[src/logic/micro_hash_pkg.sv]
// shared types and constants for the micro hash core, imported by rtl and testbench
package micro_hash_pkg;

    // one hash byte, also one schedule word
    typedef logic [7:0] byte_t;

    localparam int BLOCK_BYTES = 16;
    localparam int ROUND_COUNT = 32;

    // first round that switches to OR and K_HIGH
    localparam int HALF_ROUNDS = 16;

    // input block, byte 0 is w0
    typedef byte_t [BLOCK_BYTES-1:0] block_t;

    // round index 0..31
    typedef logic [4:0] round_t;

    // a/b/c round state, reused as the final hash
    typedef struct packed {
        byte_t a;
        byte_t b;
        byte_t c;
    } hash_t;

    // initial state, also added back after the last round
    localparam hash_t H_INIT = '{a: 8'h01, b: 8'h89, c: 8'hFE};

    // round constants for the two halves
    localparam byte_t K_LOW  = 8'h99;
    localparam byte_t K_HIGH = 8'hA1;

    // window taps for the next schedule word
    // w(i+16) = (w(i+13) | w(i+7)) ^ w(i+2)
    localparam int TAP_NEAR = 13;
    localparam int TAP_MID  = 7;
    localparam int TAP_FAR  = 2;

endpackage

[src/logic/round_ctrl_if.sv]
// control bus from the sequencer and round counter to the schedule and round datapath
interface round_ctrl_if
    import micro_hash_pkg::*;
();

    // strobes from hash_control
    bit load;
    bit step;
    bit finish;

    // round position from round_counter
    round_t round;
    bit     last;

    // sequencer only needs to know when the rounds are over
    modport control (
        output load, step, finish,
        input  last
    );

    modport counter (
        input  load, step,
        output round, last
    );

    // window shifts on every step
    modport schedule (
        input load, step
    );

    modport rounds (
        input load, step, finish, round
    );

endinterface

[src/logic/hash_control.sv]
// run sequencer, turns the ready level into load, step and finish strobes plus done
module hash_control (
    input  logic          clk,
    input  logic          reset,
    input  logic          ready,
    round_ctrl_if.control ctrl,
    output bit            done
);

    // LOAD is the cycle right after the block was captured, round 0 runs there
    typedef enum logic [2:0] {
        IDLE,
        LOAD,
        RUN,
        FINISH,
        DONE
    } state_t;

    state_t state;
    state_t state_next;

    // next state, ready low always drops back to idle
    always_comb begin
        state_next = state;
        if (!ready) begin
            state_next = IDLE;
        end else begin
            case (state)
                IDLE:    state_next = LOAD;
                LOAD:    state_next = RUN;
                // leave after the step of round 31
                RUN:     if (ctrl.last) state_next = FINISH;
                FINISH:  state_next = DONE;
                // hold while ready stays high
                DONE:    state_next = DONE;
                default: state_next = IDLE;
            endcase
        end
    end

    always_ff @(posedge clk) begin
        if (reset) begin
            state <= IDLE;
        end else begin
            state <= state_next;
        end
    end

    // strobes decoded from state, qualified by ready so an abort edge does nothing
    assign ctrl.load   = ready && (state == IDLE);
    assign ctrl.step   = ready && ((state == LOAD) || (state == RUN));
    assign ctrl.finish = ready && (state == FINISH);

    // done level, set with the finish edge
    always_ff @(posedge clk) begin
        if (reset) begin
            done <= 1'b0;
        end else if (!ready) begin
            done <= 1'b0;
        end else if (ctrl.finish) begin
            done <= 1'b1;
        end
    end

endmodule

[src/logic/message_schedule.sv]
// message schedule window, supplies w(round) and expands words 16..31 on the fly
module message_schedule
    import micro_hash_pkg::*;
(
    input  logic           clk,
    input  logic           reset,
    round_ctrl_if.schedule ctrl,
    input  block_t         block,
    output byte_t          word
);

    // window[j] holds w(round + j)
    block_t window;
    byte_t  word_next;

    // next word enters at the top of the window
    // taps relative to the current round give w(i-3), w(i-9), w(i-14) of the new word
    assign word_next = (window[TAP_NEAR] | window[TAP_MID]) ^ window[TAP_FAR];

    always_ff @(posedge clk) begin
        if (reset) begin
            window <= '0;
        end else if (ctrl.load) begin
            // capture w0..w15 straight from the block
            window <= block;
        end else if (ctrl.step) begin
            // drop the used word, append the expanded one
            window <= {word_next, window[BLOCK_BYTES-1:1]};
        end
    end

    // current round word, valid during the step cycle
    assign word = window[0];

endmodule

[src/logic/micro_hash_top.sv]
// micro hash core top level, plain ports around the sequencer, counter, schedule and rounds
module micro_hash_top
    import micro_hash_pkg::*;
#(
    parameter int round_count = ROUND_COUNT
) (
    input  logic   clk,
    input  logic   reset,
    input  logic   ready,
    // must stay stable from the load edge until done
    input  block_t block,
    output byte_t  hash_a,
    output byte_t  hash_b,
    output byte_t  hash_c,
    output bit     done
);

    // shared control bus
    round_ctrl_if ctrl_bus ();

    byte_t word;
    hash_t hash;

    // load / step / finish sequencing
    hash_control u_hash_control (
        .clk   (clk),
        .reset (reset),
        .ready (ready),
        .ctrl  (ctrl_bus.control),
        .done  (done)
    );

    round_counter #(
        .round_count (round_count)
    ) u_round_counter (
        .clk   (clk),
        .reset (reset),
        .ctrl  (ctrl_bus.counter)
    );

    // word for the current round
    message_schedule u_message_schedule (
        .clk   (clk),
        .reset (reset),
        .ctrl  (ctrl_bus.schedule),
        .block (block),
        .word  (word)
    );

    round_logic u_round_logic (
        .clk   (clk),
        .reset (reset),
        .ctrl  (ctrl_bus.rounds),
        .word  (word),
        .hash  (hash)
    );

    // result struct out to the byte ports
    assign hash_a = hash.a;
    assign hash_b = hash.b;
    assign hash_c = hash.c;

endmodule

[src/logic/round_counter.sv]
// round index register for the hash rounds, flags the final round to the sequencer
module round_counter
    import micro_hash_pkg::*;
#(
    parameter int round_count = ROUND_COUNT
) (
    input  logic          clk,
    input  logic          reset,
    round_ctrl_if.counter ctrl
);

    // index of the final round
    localparam round_t LAST_ROUND = round_t'(round_count - 1);

    round_t round_q;

    // clears on load, one increment per step
    always_ff @(posedge clk) begin
        if (reset) begin
            round_q <= '0;
        end else if (ctrl.load) begin
            round_q <= '0;
        end else if (ctrl.step) begin
            // wraps to 0 after round 31, unused until the next load
            round_q <= round_q + round_t'(1);
        end
    end

    assign ctrl.round = round_q;

    // combinational so the sequencer sees it during the last step
    assign ctrl.last = (round_q == LAST_ROUND);

endmodule

[src/logic/round_logic.sv]
// round datapath, updates a/b/c once per step and registers the final hash on finish
module round_logic
    import micro_hash_pkg::*;
(
    input  logic         clk,
    input  logic         reset,
    round_ctrl_if.rounds ctrl,
    input  byte_t        word,
    output hash_t        hash
);

    hash_t state;
    hash_t state_next;
    hash_t hash_sum;
    byte_t x;
    byte_t k;
    logic  high_half;

    // second half starts at round 16
    assign high_half = (ctrl.round >= round_t'(HALF_ROUNDS));

    // mixing term and round constant
    always_comb begin
        if (high_half) begin
            x = state.a | state.b;
            k = K_HIGH;
        end else begin
            x = state.a ^ state.b;
            k = K_LOW;
        end
    end

    // one round
    always_comb begin
        state_next.a = state.b ^ state.c;
        // c shifted left by 4, upper nibble falls off
        state_next.b = {state.c[3:0], 4'h0};
        // modulo 256 by the 8 bit target
        state_next.c = x + k + word;
    end

    // final bytes, each added to its initial value
    always_comb begin
        hash_sum.a = state.a + H_INIT.a;
        hash_sum.b = state.b + H_INIT.b;
        hash_sum.c = state.c + H_INIT.c;
    end

    // round state
    always_ff @(posedge clk) begin
        if (reset) begin
            state <= '0;
        end else if (ctrl.load) begin
            state <= H_INIT;
        end else if (ctrl.step) begin
            state <= state_next;
        end
    end

    // result register, only touched on finish
    // an aborted run leaves the previous result in place
    always_ff @(posedge clk) begin
        if (reset) begin
            hash <= '0;
        end else if (ctrl.finish) begin
            hash <= hash_sum;
        end
    end

endmodule

[config.mk]
export PLATFORM = sky130hd
export DESIGN_NAME = micro_hash_top
export DESIGN_NICKNAME = d
export VERILOG_FILES = /design/src/logic/micro_hash_pkg.sv /design/src/logic/round_ctrl_if.sv /design/src/logic/hash_control.sv /design/src/logic/message_schedule.sv /design/src/logic/micro_hash_top.sv /design/src/logic/round_counter.sv /design/src/logic/round_logic.sv
export SDC_FILE = /design/constraint.sdc
export NUM_CORES = 1
export LEC_CHECK = 0
export ABC_AREA = 1
export BUFFER_PORTS_ARGS = -buffer_cell sky130_fd_sc_hd__buf_2
export CAP_MARGIN = 30
export CORE_MARGIN = 10
export CORE_UTILIZATION = 25
export CTS_CLUSTER_SIZE = 16
export DETAILED_ROUTE_END_ITERATION = 7
export HOLD_SLACK_MARGIN = 0.05
export PLACE_DENSITY_LB_ADDON = 0.08
export SYNTH_ARGS = -nofsm -noshare
export SYNTH_HDL_FRONTEND = slang
export SYNTH_HIERARCHICAL = 1
export SYNTH_SLANG_ARGS = --single-unit
[constraint.sdc]
create_clock -name clk -period 5.3 [get_ports clk]
set_input_delay 1.59 -clock clk [delete_from_list [all_inputs] [get_ports clk]]
set_output_delay 1.59 -clock clk [all_outputs]
set_load 0.01 [all_outputs]
==> impl_results.html <==
<table>
<tr><th>Metric</th><th>Value</th></tr>
<tr><th colspan="2">Power</th></tr>
<tr><td>Ratio of total power to cell area</td><td>approximately 330 nW/µm²</td></tr>
<tr><td>Static Leak</td><td>approximately 5.8 nW</td></tr>
<tr><td>VDD IR-drop max</td><td>232 µV</td></tr>
<tr><th colspan="2">Route</th></tr>
<tr><td>Routed length per placed instance</td><td>14.5 µm</td></tr>
<tr><td>First-pass DRT Iterations</td><td>6</td></tr>
<tr><td>DRC violations left</td><td>0</td></tr>
<tr><td>Initial detailed-routing violation count</td><td>370</td></tr>
<tr><td>Total via count after detailed routing</td><td>8247</td></tr>
<tr><td>Routed Wire Length</td><td>approximately 28000 µm</td></tr>
<tr><td>Via/cell ratio</td><td>about 4.3</td></tr>
<tr><td>Remaining number of nets flagged by the antenna check after routing</td><td>0</td></tr>
<tr><th colspan="2">Synth</th></tr>
<tr><td>Syn Nets</td><td>1521</td></tr>
<tr><td>Post-synthesis instance area</td><td>between 8000 and 9000 µm²</td></tr>
<tr><td>Count of synthesis-stage warnings from yosys</td><td>6</td></tr>
<tr><td>Top cells by area in the synthesized netlist</td><td>dfxtp_1, nand2_1, inv_1, nand3_1, ha_1</td></tr>
<tr><td>Synth Register Bits</td><td>about 180</td></tr>
<tr><td>Library cell occupying the most area in the post-synthesis netlist</td><td>dfxtp_1</td></tr>
<tr><td>Syn Area/Cell</td><td>~6.6 µm²</td></tr>
<tr><td>Sequential fraction of the synthesis area</td><td>39.7%</td></tr>
<tr><td>Synthesized instance count</td><td>roughly 1400</td></tr>
<tr><td>Portion of synthesized cell area occupied by the leading cell type</td><td>between 30 and 40%</td></tr>
<tr><td>Count of unique library cells instantiated by Yosys</td><td>36</td></tr>
<tr><th colspan="2">Global route</th></tr>
<tr><td>Grt met2 use</td><td>19.6%</td></tr>
<tr><td>Overflow after GRT</td><td>0</td></tr>
<tr><td>First-pass GRT wire length</td><td>45300 µm</td></tr>
<tr><td>Met3 layer usage reported by global route</td><td>under 10%</td></tr>
<tr><td>Routing layer with the top usage in global route</td><td>met2</td></tr>
<tr><td>Met1 track utilization from global routing</td><td>17.5%</td></tr>
<tr><td>Number of global-route vias before repair</td><td>just over 8000</td></tr>
<tr><td>Initial antenna violation count</td><td>0</td></tr>
<tr><td>Maximum number of pins on one net before global-route repair</td><td>around 100</td></tr>
<tr><td>All-Layer GR Usage</td><td>roughly 13%</td></tr>
<tr><th colspan="2">Die</th></tr>
<tr><td>Floorplan die height</td><td>~210 µm</td></tr>
<tr><td>Die width</td><td>between 200 and 250 µm</td></tr>
<tr><td>Area of the die</td><td>43800 µm²</td></tr>
<tr><td>Core box area</td><td>between 30000 and 40000 µm²</td></tr>
<tr><td>Initial core utilization</td><td>25.3%</td></tr>
<tr><td>I/O pin total</td><td>approximately 160</td></tr>
<tr><td>Num rows</td><td>69</td></tr>
<tr><th colspan="2">Worst setup path</th></tr>
<tr><td>Critical Path Source Type</td><td>input port</td></tr>
<tr><td>Worst setup slack for register-to-register paths</td><td>between 2 and 2.5 ns</td></tr>
<tr><td>Delay of the slowest critical-path stage</td><td>between 0.6 and 0.7 ns</td></tr>
<tr><td>Largest driver fanout on the critical path</td><td>between 70 and 80</td></tr>
<tr><td>Arrival time worst endpoint</td><td>between 3 and 4 ns</td></tr>
<tr><td>Most frequent cell on the critical path</td><td>inv_1</td></tr>
<tr><td>End of the worst register-to-register path</td><td>u_round_logic/state[7]$_SDFFE_PP0P_</td></tr>
<tr><td>Number of buffer and inverter stages on the critical path</td><td>5</td></tr>
<tr><td>Required arrival time at the worst endpoint</td><td>~5.6 ns</td></tr>
<tr><td>Category of cells accounting for the largest share of critical-path delay</td><td>buffers and inverters</td></tr>
<tr><td>Critical Path, Cell by Cell</td><td>buf_2, inv_1, nor2_2, nand2_1, nor2_4, buf_4, nor2_1, inv_1, a21oi_1, o21ai_0, inv_1</td></tr>
<tr><td>Setup crit end kind</td><td>flop</td></tr>
<tr><td>Number of cell instances on the worst register-to-register path</td><td>14</td></tr>
<tr><td>Critical path's slowest cell</td><td>buf_4</td></tr>
<tr><td>Critical path class</td><td>input port to flop</td></tr>
<tr><td>R2R Path Start</td><td>u_round_logic/state[17]$_SDFFE_PP0P_</td></tr>
<tr><th colspan="2">Clock tree</th></tr>
<tr><td>CTS tree</td><td>done</td></tr>
<tr><td>Cell chosen for the clock root</td><td>clkbuf_16</td></tr>
<tr><td>Insertion delay to the later sink of the worst-skew pair</td><td>0.44 ns</td></tr>
<tr><td>H-tree levels</td><td>4</td></tr>
<tr><td>Number of buffers inserted during clock tree synthesis</td><td>17</td></tr>
<tr><td>Number of resized instances in the post-cts repair step</td><td>0</td></tr>
<tr><td>Number of clock sinks</td><td>roughly 180</td></tr>
<tr><td>Post-CTS setup-driven buffer insertion count</td><td>0</td></tr>
<tr><td>CTS Hold Buffers Added</td><td>0</td></tr>
<tr><td>Clock slew seen by the registers of the worst setup and hold paths</td><td>0.07 ns</td></tr>
<tr><td>Maximum number of buffers from clock root to sink</td><td>2</td></tr>
<tr><th colspan="2">Finish</th></tr>
<tr><td>Commonest non-fill, non-tap cell in the layout</td><td>nand2_1</td></tr>
<tr><td>Final antenna diode count</td><td>0</td></tr>
<tr><td>Total number of nets in the final design</td><td>approximately 1600</td></tr>
<tr><td>Synth-to-layout area growth</td><td>18.9%</td></tr>
<tr><td>Ratio of cells with drive above 1 in the final layout</td><td>approximately 14%</td></tr>
<tr><td>Commonest non-fill, non-tap cells in the layout</td><td>nand2_1, inv_1, dfxtp_1</td></tr>
<tr><td>Final Util</td><td>between 30% and 40%</td></tr>
<tr><th colspan="2">STA</th></tr>
<tr><td>Slew at the pin closest to its max-slew limit</td><td>between 0.8 and 0.9 ns</td></tr>
<tr><td>Slew HR</td><td>approximately 43%</td></tr>
<tr><td>Final Slew Violations</td><td>0</td></tr>
<tr><td>RSZ-0062 raised after global routing</td><td>false</td></tr>
<tr><td>Setup slack after layout</td><td>about 2.2 ns</td></tr>
<tr><td>Period utilisation layout</td><td>between 50% and 60%</td></tr>
<tr><td>Skew final</td><td>approximately 0.011 ns</td></tr>
<tr><td>Peak Freq</td><td>roughly 0.32 GHz</td></tr>
<tr><td>Sum of negative setup slack</td><td>0 ns</td></tr>
<tr><td>Final hold vios</td><td>0</td></tr>
<tr><td>Hold_ws</td><td>0.454 ns</td></tr>
<tr><td>Finish-stage setup viols</td><td>0</td></tr>
<tr><td>Time the final worst path needs with I/O delays and setup</td><td>between 3 and 4 ns</td></tr>
<tr><th colspan="2">Placed design</th></tr>
<tr><td>Number of buffers inserted by port buffering</td><td>154</td></tr>
<tr><td>Final HPWL DP</td><td>about 20000 µm</td></tr>
<tr><td>Pre-CTS worst setup slack</td><td>roughly 1.7 ns</td></tr>
<tr><td>Routability-driven placement congestion ratio</td><td>0.724</td></tr>
<tr><th colspan="2">Hold path</th></tr>
<tr><td>Hold Crit Endpoint</td><td>u_round_logic/hash[1]$_SDFFE_PP0P_</td></tr>
<tr><td>Worst Hold Path Cells</td><td>1</td></tr>
<tr><td>Worst min path class</td><td>flop to flop</td></tr>
<tr><td>Hold Startpoint</td><td>u_round_logic/state[1]$_SDFFE_PP0P_</td></tr>
<tr><th colspan="2">Run</th></tr>
<tr><td>Maxcap violations</td><td>0</td></tr>
<tr><th colspan="2">Status</th></tr>
<tr><td>Result of the run</td><td>complete, no violations</td></tr>
</table>
==> registers in the layout (all words and copies together), names as in the netlist <==
register                    count
u_message_schedule/window     120
u_round_logic/hash             22
u_hash_control/done             1
u_hash_control/state            3
u_round_counter/ctrl.round      5
u_message_schedule/word         8
u_round_logic/state            19
==> where the power goes <==
part | internal, mW | total (mW) | switching, mW
Clock | 0.955 | 1.51 | 0.555
Combinational | 0.178 | 0.473 | 0.294
Sequential | 1.42 | 1.49 | 0.0687
==> cell type report <==
class / instances / area, µm²
fill: 3954 / 24800
multi-input combinational: 911 / 4220
sequential: 178 / 3560
timing repair buffer: 165 / 886
inverter: 194 / 731
tap: 461 / 577
clock buffer: 21 / 460
clock inverter: 10 / 229
==> synthesized netlist by cell type, drive strengths merged <==
library cell  instances
a211oi                3
xnor2                 3
or2                   2
inv                 194
clkbuf                6
nor2                 60
buf                  76
nand2               541
nand4                 3
o211ai                1
and3                  1
nand3               143
xor2                 14
ha                   21
nor3                  7
fa                    4
conb                  1
o21ai                47
a31oi                 5
o221ai                1
dfxtp               178
a21oi                45
a21boi                8
a221oi                1
==> metrics by stage <==
stage	cells	total power [mW]	area (µm²)
floorplan	1365	1.84	8960
global placement	1908	2.00	9950
detailed placement	1909	2.00	9970
finish	1940	3.47	10700
CTS	1940	3.54	10700
global route	1940	3.66	10700
==> layer usage <==
layer | up-vias | routed length (µm)
met1 | 3754 | 14200
met5 | - | 0
li1 | 4357 | -
met3 | 16 | 1150
met4 | 0 | 323
met2 | 120 | 12400
==> worst register-to-register path: cells and delay by family, from the launching register on <==
| kind | cells | cell delay [ns] |
|---|---|---|
| AOI/OAI and AO/OA | 2 | 0.41 |
| adders and majority gates | 3 | 1.06 |
| buffers and inverters | 3 | 0.22 |
| DFF | 1 | 0.64 |
| and+or+nand+nor | 6 | 0.45 |
==> worst max-delay path by stage <==
stage | startpoint | to | cells past startpoint
2_1_floorplan | ready | u_message_schedule/window[24]$_SDFFE_PP0P_ | 10
3_3_place_gp | ready | u_round_logic/state[23]$_SDFFE_PP0P_ | 11
3_5_place_dp | ready | u_round_logic/state[19]$_SDFFE_PP0P_ | 11
4_1_cts | ready | u_round_logic/state[19]$_SDFFE_PP0P_ | 11
5_1_grt | ready | u_round_logic/state[22]$_SDFFE_PP0P_ | 11
6_report | ready | u_round_logic/state[22]$_SDFFE_PP0P_ | 11
==> kinds of logic after synthesis <==
logic type | count (synthesis) | synth area share, %
flip-flops | 178 | 39.7
adder cells (fa/ha/maj) | 25 | 3.82
XOR/XNOR | 17 | 1.66
AO/OA/AOI/OAI | 111 | 6.77
buffers and inverters | 276 | 13.5
AND/OR/NAND/NOR | 757 | 34.5
other | 1 | 0.0418
No activity file was read; power rests on OpenSTA's default activity.
